[src/common/fmau_pkg.sv]
package fmau_pkg;

  // ========================================
  // Operand and fraction widths
  // ========================================

  // Full vector operand
  localparam int unsigned fpu_width = 64;

  // Stored fraction widths per format
  localparam int unsigned double_frac = 52;
  localparam int unsigned single_frac = 23;
  localparam int unsigned f16_frac = 10;
  localparam int unsigned bf16_frac = 7;

  // Left-aligned fraction plus hidden bit
  localparam int unsigned frac_width = double_frac + 1;

  // Full 53x53 product
  localparam int unsigned prod_width = 2 * frac_width;

  // Operand 1 is split into a low slice of this width and the rest
  localparam int unsigned lo_split = 27;

  // Carry-save width of one 53x27 partial multiplier
  // Product needs 80 bits, the rest is Booth headroom
  localparam int unsigned pp_width = 84;

  // ========================================
  // Types
  // ========================================

  // One-hot operation format, exactly one bit set per instruction
  typedef struct packed {
    logic double;
    logic single;
    logic f16;
    logic bf16;
  } fmau_fmt_t;

  // EX1 request as it leaves the decode/issue stage
  typedef struct packed {
    fmau_fmt_t             fmt;
    logic [1:0]            id_reg;
    logic [fpu_width-1:0]  srcv0;
    logic [fpu_width-1:0]  srcv1;
  } fmau_ex1_req_t;

  // Aligned fraction with hidden bit at the msb
  typedef logic [frac_width-1:0] fmau_frac_t;

  // Fraction product as seen by the adder stage
  typedef logic [prod_width-1:0] fmau_prod_t;

  // Both aligned fractions of one request
  typedef struct packed {
    fmau_frac_t frac_0;
    fmau_frac_t frac_1;
  } fmau_frac_pair_t;

  // Redundant product of one partial multiplier
  // out0 + out1 equals a*b modulo 2**pp_width
  typedef struct packed {
    logic [pp_width-1:0] out0;
    logic [pp_width-1:0] out1;
  } fmau_pp_t;

endpackage
[src/hdl/fmau_frac_unpack.sv]
module fmau_frac_unpack (
  input  fmau_pkg::fmau_ex1_req_t   req,
  output fmau_pkg::fmau_frac_pair_t fracs
);

  localparam int unsigned df = fmau_pkg::double_frac;
  localparam int unsigned sf = fmau_pkg::single_frac;
  localparam int unsigned hf = fmau_pkg::f16_frac;
  localparam int unsigned bf = fmau_pkg::bf16_frac;

  // ========================================
  // Fraction selection
  // ========================================

  // Narrow fractions are pushed up to the double msb so every format
  // lands on the same binary point in the 53-bit multiplier
  function automatic fmau_pkg::fmau_frac_t align_frac(
    input fmau_pkg::fmau_fmt_t                 fmt,
    input logic [fmau_pkg::fpu_width-1:0]      src,
    input logic                                denorm
  );
    logic [df-1:0] field;
    logic          hidden;

    field = ({df{fmt.double}} & src[df-1:0])
          | ({df{fmt.single}} & {src[sf-1:0], {(df - sf){1'b0}}})
          | ({df{fmt.f16}}    & {src[hf-1:0], {(df - hf){1'b0}}})
          | ({df{fmt.bf16}}   & {src[bf-1:0], {(df - bf){1'b0}}});

    // Denormal operands carry no implicit one
    hidden = ~denorm;

    return {hidden, field};
  endfunction

  // Same selection for both sources, each with its own denormal bit
  assign fracs = '{
    frac_0: align_frac(req.fmt, req.srcv0, req.id_reg[0]),
    frac_1: align_frac(req.fmt, req.srcv1, req.id_reg[1])
  };

endmodule

[config.mk]
export PLATFORM = sky130hd
export DESIGN_NAME = fmau_frac_unpack
export DESIGN_NICKNAME = d
export VERILOG_FILES = /design/src/common/fmau_pkg.sv /design/src/hdl/fmau_frac_unpack.sv
export SDC_FILE = /design/constraint.sdc
export NUM_CORES = 1
export LEC_CHECK = 0
export BUFFER_PORTS_ARGS = -buffer_cell sky130_fd_sc_hd__buf_2
export CAP_MARGIN = 30
export CORE_AREA = 2 2 92 94
export DETAILED_ROUTE_END_ITERATION = 10
export DIE_AREA = 0 0 94 96
export GPL_TIMING_DRIVEN = 0
export PLACE_DENSITY = 0.6
export SYNTH_ARGS = -nofsm -noshare
export SYNTH_HDL_FRONTEND = slang
export SYNTH_SLANG_ARGS = --single-unit
[constraint.sdc]
create_clock -name vclk -period 0.8
set_clock_uncertainty 0.1 [all_clocks]
set_input_delay 0.04 -clock vclk [all_inputs]
set_output_delay 0.04 -clock vclk [all_outputs]
set_load 0.05 [all_outputs]
==> results of run 1 <==
==> worst max-delay path by stage <==
stage | end | cells after the start | slack [ps]
4_1_cts | fracs[97] | 5 | -170
2_1_floorplan | fracs[96] | 4 | -50
5_1_grt | fracs[96] | 5 | -180
3_3_place_gp | fracs[99] | 5 | -390
3_5_place_dp | fracs[99] | 5 | -410
6_report | fracs[94] | 5 | -150
==> cells by family after synthesis <==
kind of cell	count (synthesis)	synth area share, %
compound gates	60	47.7
simple gates	72	39.8
buf+inv	27	12.5
==> layout by cell type, fill, tap and decap left out <==
master / instances
sky130_fd_sc_hd__buf_2: 119
sky130_fd_sc_hd__and2_2: 38
sky130_fd_sc_hd__clkbuf_4: 31
sky130_fd_sc_hd__buf_6: 31
sky130_fd_sc_hd__a22oi_2: 26
sky130_fd_sc_hd__buf_8: 24
sky130_fd_sc_hd__a22o_4: 24
sky130_fd_sc_hd__buf_4: 18
sky130_fd_sc_hd__nand2_4: 14
sky130_fd_sc_hd__and2_4: 10
sky130_fd_sc_hd__and2_1: 10
sky130_fd_sc_hd__buf_12: 7
sky130_fd_sc_hd__a222oi_1: 6
sky130_fd_sc_hd__inv_2: 6
sky130_fd_sc_hd__clkbuf_16: 3
sky130_fd_sc_hd__buf_16: 2
sky130_fd_sc_hd__clkbuf_8: 2
sky130_fd_sc_hd__a22o_2: 2
sky130_fd_sc_hd__a22oi_1: 2
sky130_fd_sc_hd__inv_1: 2
sky130_fd_sc_hd__bufbuf_16: 2
sky130_fd_sc_hd__clkbuf_2: 1
==> cell type report <==
class	count	area [um^2]
Buffer	19	269
Tap cell	105	131
Multi-Input combinational cell	132	1430
Timing Repair Buffer	221	1770
Fill cell	766	4420
Inverter	8	30.0
==> layer usage <==
metal,vias up,part of all wire [%]
met4,0,0
li1,1033,-
met3,0,6.7
met5,-,0
met2,128,57
met1,1004,36
==> tightest hold or removal path, delay by kind of cell <==
| kind | cells | cell delay, ps |
|---|---|---|
| buf+inv | 3 | 290 |
==> cell usage after synthesis <==
library cell,n
sky130_fd_sc_hd__nand2_1,14
sky130_fd_sc_hd__a222oi_1,6
sky130_fd_sc_hd__inv_1,8
sky130_fd_sc_hd__buf_2,10
sky130_fd_sc_hd__clkbuf_1,6
sky130_fd_sc_hd__a22oi_1,28
sky130_fd_sc_hd__buf_6,2
sky130_fd_sc_hd__and2_1,58
sky130_fd_sc_hd__a22o_1,26
sky130_fd_sc_hd__clkbuf_2,1
==> metrics by stage <==
step | instance area (um^2) | utilization [%]
2_1_floorplan | 1510 | -
3_3_place_gp | 2710 | 33.7
3_5_place_dp | 2710 | 33.7
4_1_cts | 3460 | 43.0
5_1_grt | 3640 | 45.2
6_report | 3640 | 45.2
==> report_power, final <==
part | total (uW) | internal, uW | leakage (uW) | switching (uW)
Clock | 0 | 0 | 0 | 0
Combinational | 3510 | 1440 | 0.00187 | 2070
Sequential | 0 | 0 | 0 | 0
==> repair_timing <==
action                     in CTS  in global routing
pin swaps                      24                  6
hold buffers                    0                  0
setup buffers                   0                  1
cloned                          5                  2
resized for setup             193                 38
setup endpoints to repair      95                 92
==> flow_metrics.tcl, run 1 <==
set metrics [dict create \
    final_layout_size_suffix_gt1_share_pct 94.7 \
    fmaxAchievable_ghz 1.05 \
    routabilityCongestion 0.716 \
    clkbuf_count 0 \
    met2_usage_pct 36.4 \
    worst-setup-path-type "in -> out" \
    vias_per_cell 4.46 \
    die_x_um 94 \
    min_path_cells 3 \
    diodes 0 \
    timing.critical_path.buf_inv 4 \
    slowest_delay_ps 240 \
    maxSlewViolCount 0 \
    required_ps 660 \
    crit_fanout 6 \
    num_vias 2165 \
    setup_viol 64 \
    syn_to_final_growth_pct 248 \
    routed_wl_mm 8.53 \
    yosys.cell_types.count 10 \
    global_route.usage.met3_pct 1.33 \
    grt_antenna_before_repair 0 \
    timing.final.ws_setup_ps -148 \
    power.density_cell_area_mw_per_mm2 965 \
    global_route_wire_length_before_repair_mm 11.7 \
    seqCellArea_um2 0 \
    detail_route.wl_per_cell_um 17.6 \
    globalRouteMet1Util_pct 19.0 \
    boundaryPins 240 \
    seq_cells 0 \
    cp-startpoint "req[133]" \
    timing.final.hold_violations 0 \
    syn_area_per_cell_um2 6.56 \
    detailedRoute.firstIterationViolations 53 \
    detailedRoute.firstPassIterationCount 4 \
    crit_top_cell "sky130_fd_sc_hd__buf_12" \
    die-height_um 96 \
    totalPowerFinal_uw 3510 \
    synthDominantCellAreaShare_pct 34.8 \
    std_cell_core_area_mm2 0.00805 \
    proportion_of_synthesized_chip_area_in_sequential_cells_pct 0 \
    smallest_hold_slack_ps 276 \
    maxSlewHeadroom_pct 76.9 \
    hp-start "req[128]" \
    synthesis.area_mm2 0.00104 \
    min_to "fracs[105]" \
    fp-row-count 33 \
    detailedPlacementHpwl_mm 6.39 \
    min_period_over_period_pct 119 \
    synth_area_leaders "sky130_fd_sc_hd__and2_1, sky130_fd_sc_hd__a22o_1, sky130_fd_sc_hd__a22oi_1" \
    critical_path_arrival_ps 810 \
    synthesis.nets 293 \
    start_util_pct 13.0 \
    critPathLaunchType "primary input" \
    post-route-min-period_ps 948 \
    run_status "complete, but fails checks" \
    fp.dieArea_mm2 0.00902 \
    rsz0062_at_grt "true" \
    grt_max_degree 12 \
    cp_slowest_cell "sky130_fd_sc_hd__a22o_4" \
    placed_cells_incl_taps 477 \
    pre_cts_slack_ps -413 \
    grt.overflow.total 0 \
    power_leakage_uw 0.00187 \
    grt-busiest-layer "met2" \
    yosys_warnings 0 \
    worstSetupEndpointType "output pin" \
    instances_no_fill 485 \
    port_buffers 213 \
    failing_checks "negative setup slack" \
    final.setup.tns_ps -5020 \
    detail_route.drc_violations 0 \
    critPathTopFamily "buffers and inverters" \
    drv_cap 0 \
    hold_class "in -> out" \
    global_route.usage.total_pct 17.0 \
    ant_nets 0 \
    first_global_vias 2132 \
    num-nets-final 516 \
    path_cells "buf_12, buf_12, buf_4, a22o_4, buf_8" \
    synth.largest_area_cell "sky130_fd_sc_hd__and2_1" \
    syn-instance-count 159 \
    max-vdd-ir-drop_mv 0.550 \
    worst_pin_slew_ps 346 \
]
Power figures use the tool's default switching activity.
==> inputs of run 2 (changes only) <==
--- a/config.mk
+++ b/config.mk
@@ -12,6 +12,8 @@
 export DIE_AREA = 0 0 94 96
 export GPL_TIMING_DRIVEN = 0
 export PLACE_DENSITY = 0.6
+export RECOVER_POWER = 25
+export SETUP_SLACK_MARGIN = 0.4
 export SYNTH_ARGS = -nofsm -noshare
 export SYNTH_HDL_FRONTEND = slang
 export SYNTH_SLANG_ARGS = --single-unit
==> run 2 against run 1 <==
The run still ends with negative setup slack left. Wire length up 17%. First-iteration DRC count decreased by 21%. Final cell count is 0.41% higher. Hold slack better by 34 ps. Total power is 13% higher. Fmax fell by 0.71%. Setup slack worse by 6.8 ps. Critical path type unchanged. Critical endpoint is now fracs[45].
==> flow_metrics.tcl, run 2 (same netlist as run 1, synthesis figures left out) <==
set metrics [dict create \
    setup_viol 56 \
    timing.final.ws_setup_ps -155 \
    crit_fanout 10 \
    critical_path_arrival_ps 820 \
    maxSlewHeadroom_pct 77.2 \
    max-vdd-ir-drop_mv 0.509 \
    power.density_cell_area_mw_per_mm2 937 \
    worstSetupEndpointType "output pin" \
    global_route.usage.total_pct 19.5 \
    maxSlewViolCount 0 \
    routed_wl_mm 9.99 \
    start_util_pct 13.0 \
    detailedRoute.firstPassIterationCount 4 \
    num-nets-final 518 \
    detail_route.wl_per_cell_um 20.5 \
    fmaxAchievable_ghz 1.05 \
    ant_nets 0 \
    fp-row-count 33 \
    boundaryPins 240 \
    met2_usage_pct 40.8 \
    timing.final.hold_violations 0 \
    cp-startpoint "req[133]" \
    seqCellArea_um2 0 \
    grt-busiest-layer "met2" \
    critPathLaunchType "primary input" \
    detailedPlacementHpwl_mm 6.77 \
    power_leakage_uw 0.00212 \
    routabilityCongestion 0.733 \
    port_buffers 213 \
    clkbuf_count 0 \
    post_cts_hold_buffer_count 0 \
    post-route-min-period_ps 955 \
    global_route_wire_length_before_repair_mm 13.2 \
    num_vias 2271 \
    worst_pin_slew_ps 341 \
    drv_cap 0 \
    final.setup.tns_ps -5170 \
    global_route.usage.met3_pct 2.51 \
    required_ps 660 \
    die-height_um 96 \
    layout.cells.most_common_list "sky130_fd_sc_hd__buf_2, sky130_fd_sc_hd__buf_8, sky130_fd_sc_hd__and2_4, sky130_fd_sc_hd__buf_6, sky130_fd_sc_hd__a22o_4" \
    worst-setup-path-type "in -> out" \
    crit_end "fracs[45]" \
    grt_max_degree 13 \
    final_common_cell "sky130_fd_sc_hd__buf_2" \
    first_global_vias 2361 \
    pre_cts_slack_ps -658 \
    grt.overflow.total 0 \
    smallest_hold_slack_ps 310 \
    detail_route.drc_violations 0 \
    std_cell_core_area_mm2 0.00805 \
    vias_per_cell 4.66 \
    min_period_over_period_pct 119 \
    grt_antenna_before_repair 0 \
    detailedRoute.firstIterationViolations 42 \
    rsz0062_at_grt "true" \
    die_x_um 94 \
    seq_cells 0 \
    final_layout_size_suffix_gt1_share_pct 97.4 \
    final.fill_count 696 \
    diodes 0 \
    globalRouteMet1Util_pct 21.0 \
    run_status "complete, but fails checks" \
    fp.dieArea_mm2 0.00902 \
    syn_to_final_growth_pct 307 \
    hold_class "in -> out" \
    failing_checks "negative setup slack" \
]
==> run 2: what timing repair did <==
| action | in CTS | in global routing |
|---|---|---|
| gates cloned | 6 | 2 |
| buffers inserted | 0 | 2 |
| resized for setup | 329 | 30 |
| endpoints found under the setup margin | 106 | 106 |
| pin swaps | 42 | 27 |
==> run 2: power breakdown <==
| part | leakage [uW] | total (uW) | internal (uW) | switching, uW |
|---|---|---|---|---|
| registers | 0 | 0 | 0 | 0 |
| clock network | 0 | 0 | 0 | 0 |
| logic | 0.00212 | 3980 | 1800 | 2180 |
==> run 2: worst min path at each step <==
stage               cells after the start  startpoint  slack (ps)          to
detailed placement                      3    req[129]         340   fracs[52]
CTS                                     3    req[129]         270   fracs[52]
global route                            3     req[99]         310   fracs[88]
finish                                  3     req[98]         310   fracs[87]
global placement                        3    req[129]         340   fracs[52]
floorplan                               1    req[128]         140  fracs[105]
==> run 2: stage by stage <==
| stage | cells | cell area, um^2 | power (uW) | utilization, % |
|---|---|---|---|---|
| after floorplan | 159 | 1670 | 2180 | - |
| after global placement | 477 | 2870 | 2960 | 35.6 |
| after detailed placement | 477 | 2870 | 2970 | 35.6 |
| after CTS | 483 | 4150 | 3900 | 51.5 |
| after global routing | 487 | 4250 | 4120 | 52.8 |
| final | 487 | 4250 | 3980 | 52.8 |
==> run 2: routing by layer <==
layer,wire length (um),vias to the layer above
li1,-,1034
met1,3450,1070
met2,5670,165
met3,802,2
met4,61,0
met5,0,-
==> run 2: layout make-up <==
| type | count | area (um^2) | area share [%] |
|---|---|---|---|
| repair buffers | 223 | 2230 | 52.5 |
| multi-input cells | 132 | 1500 | 35.4 |
| plain buffers | 19 | 347 | 8.15 |
| well taps | 105 | 131 | 3.09 |
| inverters | 8 | 37.5 | 0.883 |
==> run 2: worst max-delay path, cell delays in order <==
cell and delay, ps:
sky130_fd_sc_hd__buf_12 120, sky130_fd_sc_hd__buf_4 200, sky130_fd_sc_hd__a22oi_2 230, sky130_fd_sc_hd__nand2_4 70
sky130_fd_sc_hd__buf_6 160
==> inputs of run 3 (changes only) <==
--- a/config.mk
+++ b/config.mk
@@ -11,7 +11,7 @@
 export DETAILED_ROUTE_END_ITERATION = 10
 export DIE_AREA = 0 0 94 96
 export GPL_TIMING_DRIVEN = 0
-export PLACE_DENSITY = 0.6
+export PLACE_DENSITY = 0.56
 export RECOVER_POWER = 25
 export SETUP_SLACK_MARGIN = 0.4
 export SYNTH_ARGS = -nofsm -noshare
==> run 3 against run 2 <==
The run still ends with negative setup slack left. First-iteration DRC count rose by 19%. Critical path depth shrank 1. Non-clock buffer count unchanged. Setup slack better by 12 ps. Core utilization is 0.44 points higher. Global-route usage shrank 0.74 points. Die area stayed put. Cell area rose by 0.82%. Via count decreased by 0.88%. Fmax up 1.3%. Final cell count unchanged. Critical path type unchanged.
==> flow_metrics.tcl, run 3 (same netlist as run 1, synthesis figures left out) <==
set metrics [dict create \
    maxSlewViolCount 0 \
    final_common_cell "sky130_fd_sc_hd__buf_2" \
    detailedRoute.firstPassIterationCount 5 \
    fp-row-count 33 \
    drv_cap 0 \
    worst_pin_slew_ps 342 \
    post-route-min-period_ps 943 \
    global_route_wire_length_before_repair_mm 12.9 \
    seqCellArea_um2 0 \
    grt_max_degree 14 \
    min_to "fracs[34]" \
    fmaxAchievable_ghz 1.06 \
    grt_antenna_before_repair 0 \
    diodes 0 \
    required_ps 660 \
    post_cts_hold_buffer_count 0 \
    layout.cells.most_common_list "sky130_fd_sc_hd__buf_2, sky130_fd_sc_hd__buf_8, sky130_fd_sc_hd__and2_4, sky130_fd_sc_hd__buf_6, sky130_fd_sc_hd__a22oi_2" \
    fp.dieArea_mm2 0.00902 \
    global_route.usage.total_pct 18.7 \
    detail_route.wl_per_cell_um 19.5 \
    switching_share_pct 54.1 \
    slowest_delay_ps 270 \
    routabilityCongestion 0.741 \
    port_buffers 213 \
    min_period_over_period_pct 118 \
    clkbuf_count 0 \
    failing_checks "negative setup slack" \
    crit_fanout 8 \
    grt.overflow.total 0 \
    num-nets-final 518 \
    detailedPlacementHpwl_mm 6.51 \
    hold_class "in -> out" \
    p_comb_share_pct 100.0 \
    worst-setup-path-type "in -> out" \
    run_status "complete, but fails checks" \
    rsz0062_at_grt "true" \
    ant_nets 0 \
    seq_cells 0 \
    intPower_uw 1830 \
    std_cell_core_area_mm2 0.00805 \
    cp_slowest_cell "sky130_fd_sc_hd__bufbuf_16" \
    timing.final.hold_violations 0 \
    num_vias 2251 \
    critPathLaunchType "primary input" \
    p_switching_uw 2160 \
    proportion_of_power_drawn_by_flip_flops_and_latches_pct 0 \
    detail_route.drc_violations 0 \
    totalPowerFinal_uw 3990 \
    critical_path_arrival_ps 800 \
    die-height_um 96 \
    final_layout_size_suffix_gt1_share_pct 97.4 \
    max-vdd-ir-drop_mv 0.532 \
    routed_wl_mm 9.49 \
    path_cells "buf_12, bufbuf_16, a22o_4, buf_8" \
    power_leakage_uw 0.00213 \
    boundaryPins 240 \
    die_x_um 94 \
    syn_to_final_growth_pct 311 \
    worstSetupEndpointType "output pin" \
    hp-start "req[34]" \
    utilization_pct 53.2 \
    first_global_vias 2267 \
    min_path_cells 3 \
    setup_viol 51 \
    vias_per_cell 4.62 \
    timing.final.ws_setup_ps -143 \
    detailedRoute.firstIterationViolations 50 \
    clock_power_share_pct 0 \
    power.density_cell_area_mw_per_mm2 932 \
    start_util_pct 13.0 \
    maxSlewHeadroom_pct 77.2 \
]
run 3: worst max-delay path, delay by kind of cell:
| family | cells | cell delay (ps) |
|---|---|---|
| buf+inv | 3 | 540 |
| compound gates | 1 | 220 |
run 3: repair_timing:
action | CTS | global route
setup endpoints to repair | 106 | 106
pin swaps | 39 | 26
buffers inserted | 0 | 0
gates resized for setup | 333 | 49
gates cloned | 8 | 2
run 3: cell type report:
type / instances / area [um^2]
plain buffers: 19 / 355
fillers: 686 / 3760
repair buffers: 223 / 2270
multi-input cells: 132 / 1490
inverters: 8 / 37.5
well taps: 105 / 131
run 3: worst max-delay path by stage:
stage	slack [ps]	depth (start not counted)	to	startpoint
after floorplan	-50	4	fracs[96]	req[133]
after global placement	-590	5	fracs[48]	req[130]
after detailed placement	-590	5	fracs[48]	req[130]
after CTS	-150	5	fracs[97]	req[133]
after global routing	-170	4	fracs[44]	req[132]
final	-140	4	fracs[32]	req[133]
run 3: routing by layer:
layer / wire (um) / vias to the layer above / track usage [%] / part of all wire, %
met5: 0 / - / 0 / 0
met4: 79 / 0 / 1.93 / 0.83
met3: 839 / 4 / 2.98 / 8.8
met2: 5110 / 157 / 36.4 / 54
met1: 3460 / 1050 / 22.3 / 36
li1: - / 1040 / - / -
run 3: through the flow:
step | worst slack (ps) | instances | hold WS (ps) | setup TNS [ps] | cell area, um^2
after global placement | -588 | 477 | 337 | -15590 | 2870
after global routing | -167 | 487 | 318 | -5070 | 4290
after detailed placement | -594 | 477 | 337 | -16040 | 2870
final | -143 | 487 | 307 | -3870 | 4290
after floorplan | -49.3 | 159 | 145 | -380 | 1670
after CTS | -153 | 485 | 267 | -5270 | 4200
run 3: power groups by stage:
stage                     clock (uW)  combinational [uW]  sequential [uW]
after floorplan                    0                2180                0
after global placement             0                2950                0
after detailed placement           0                2960                0
after CTS                          0                3930                0
after global routing               0                4140                0
final                              0                3990                0
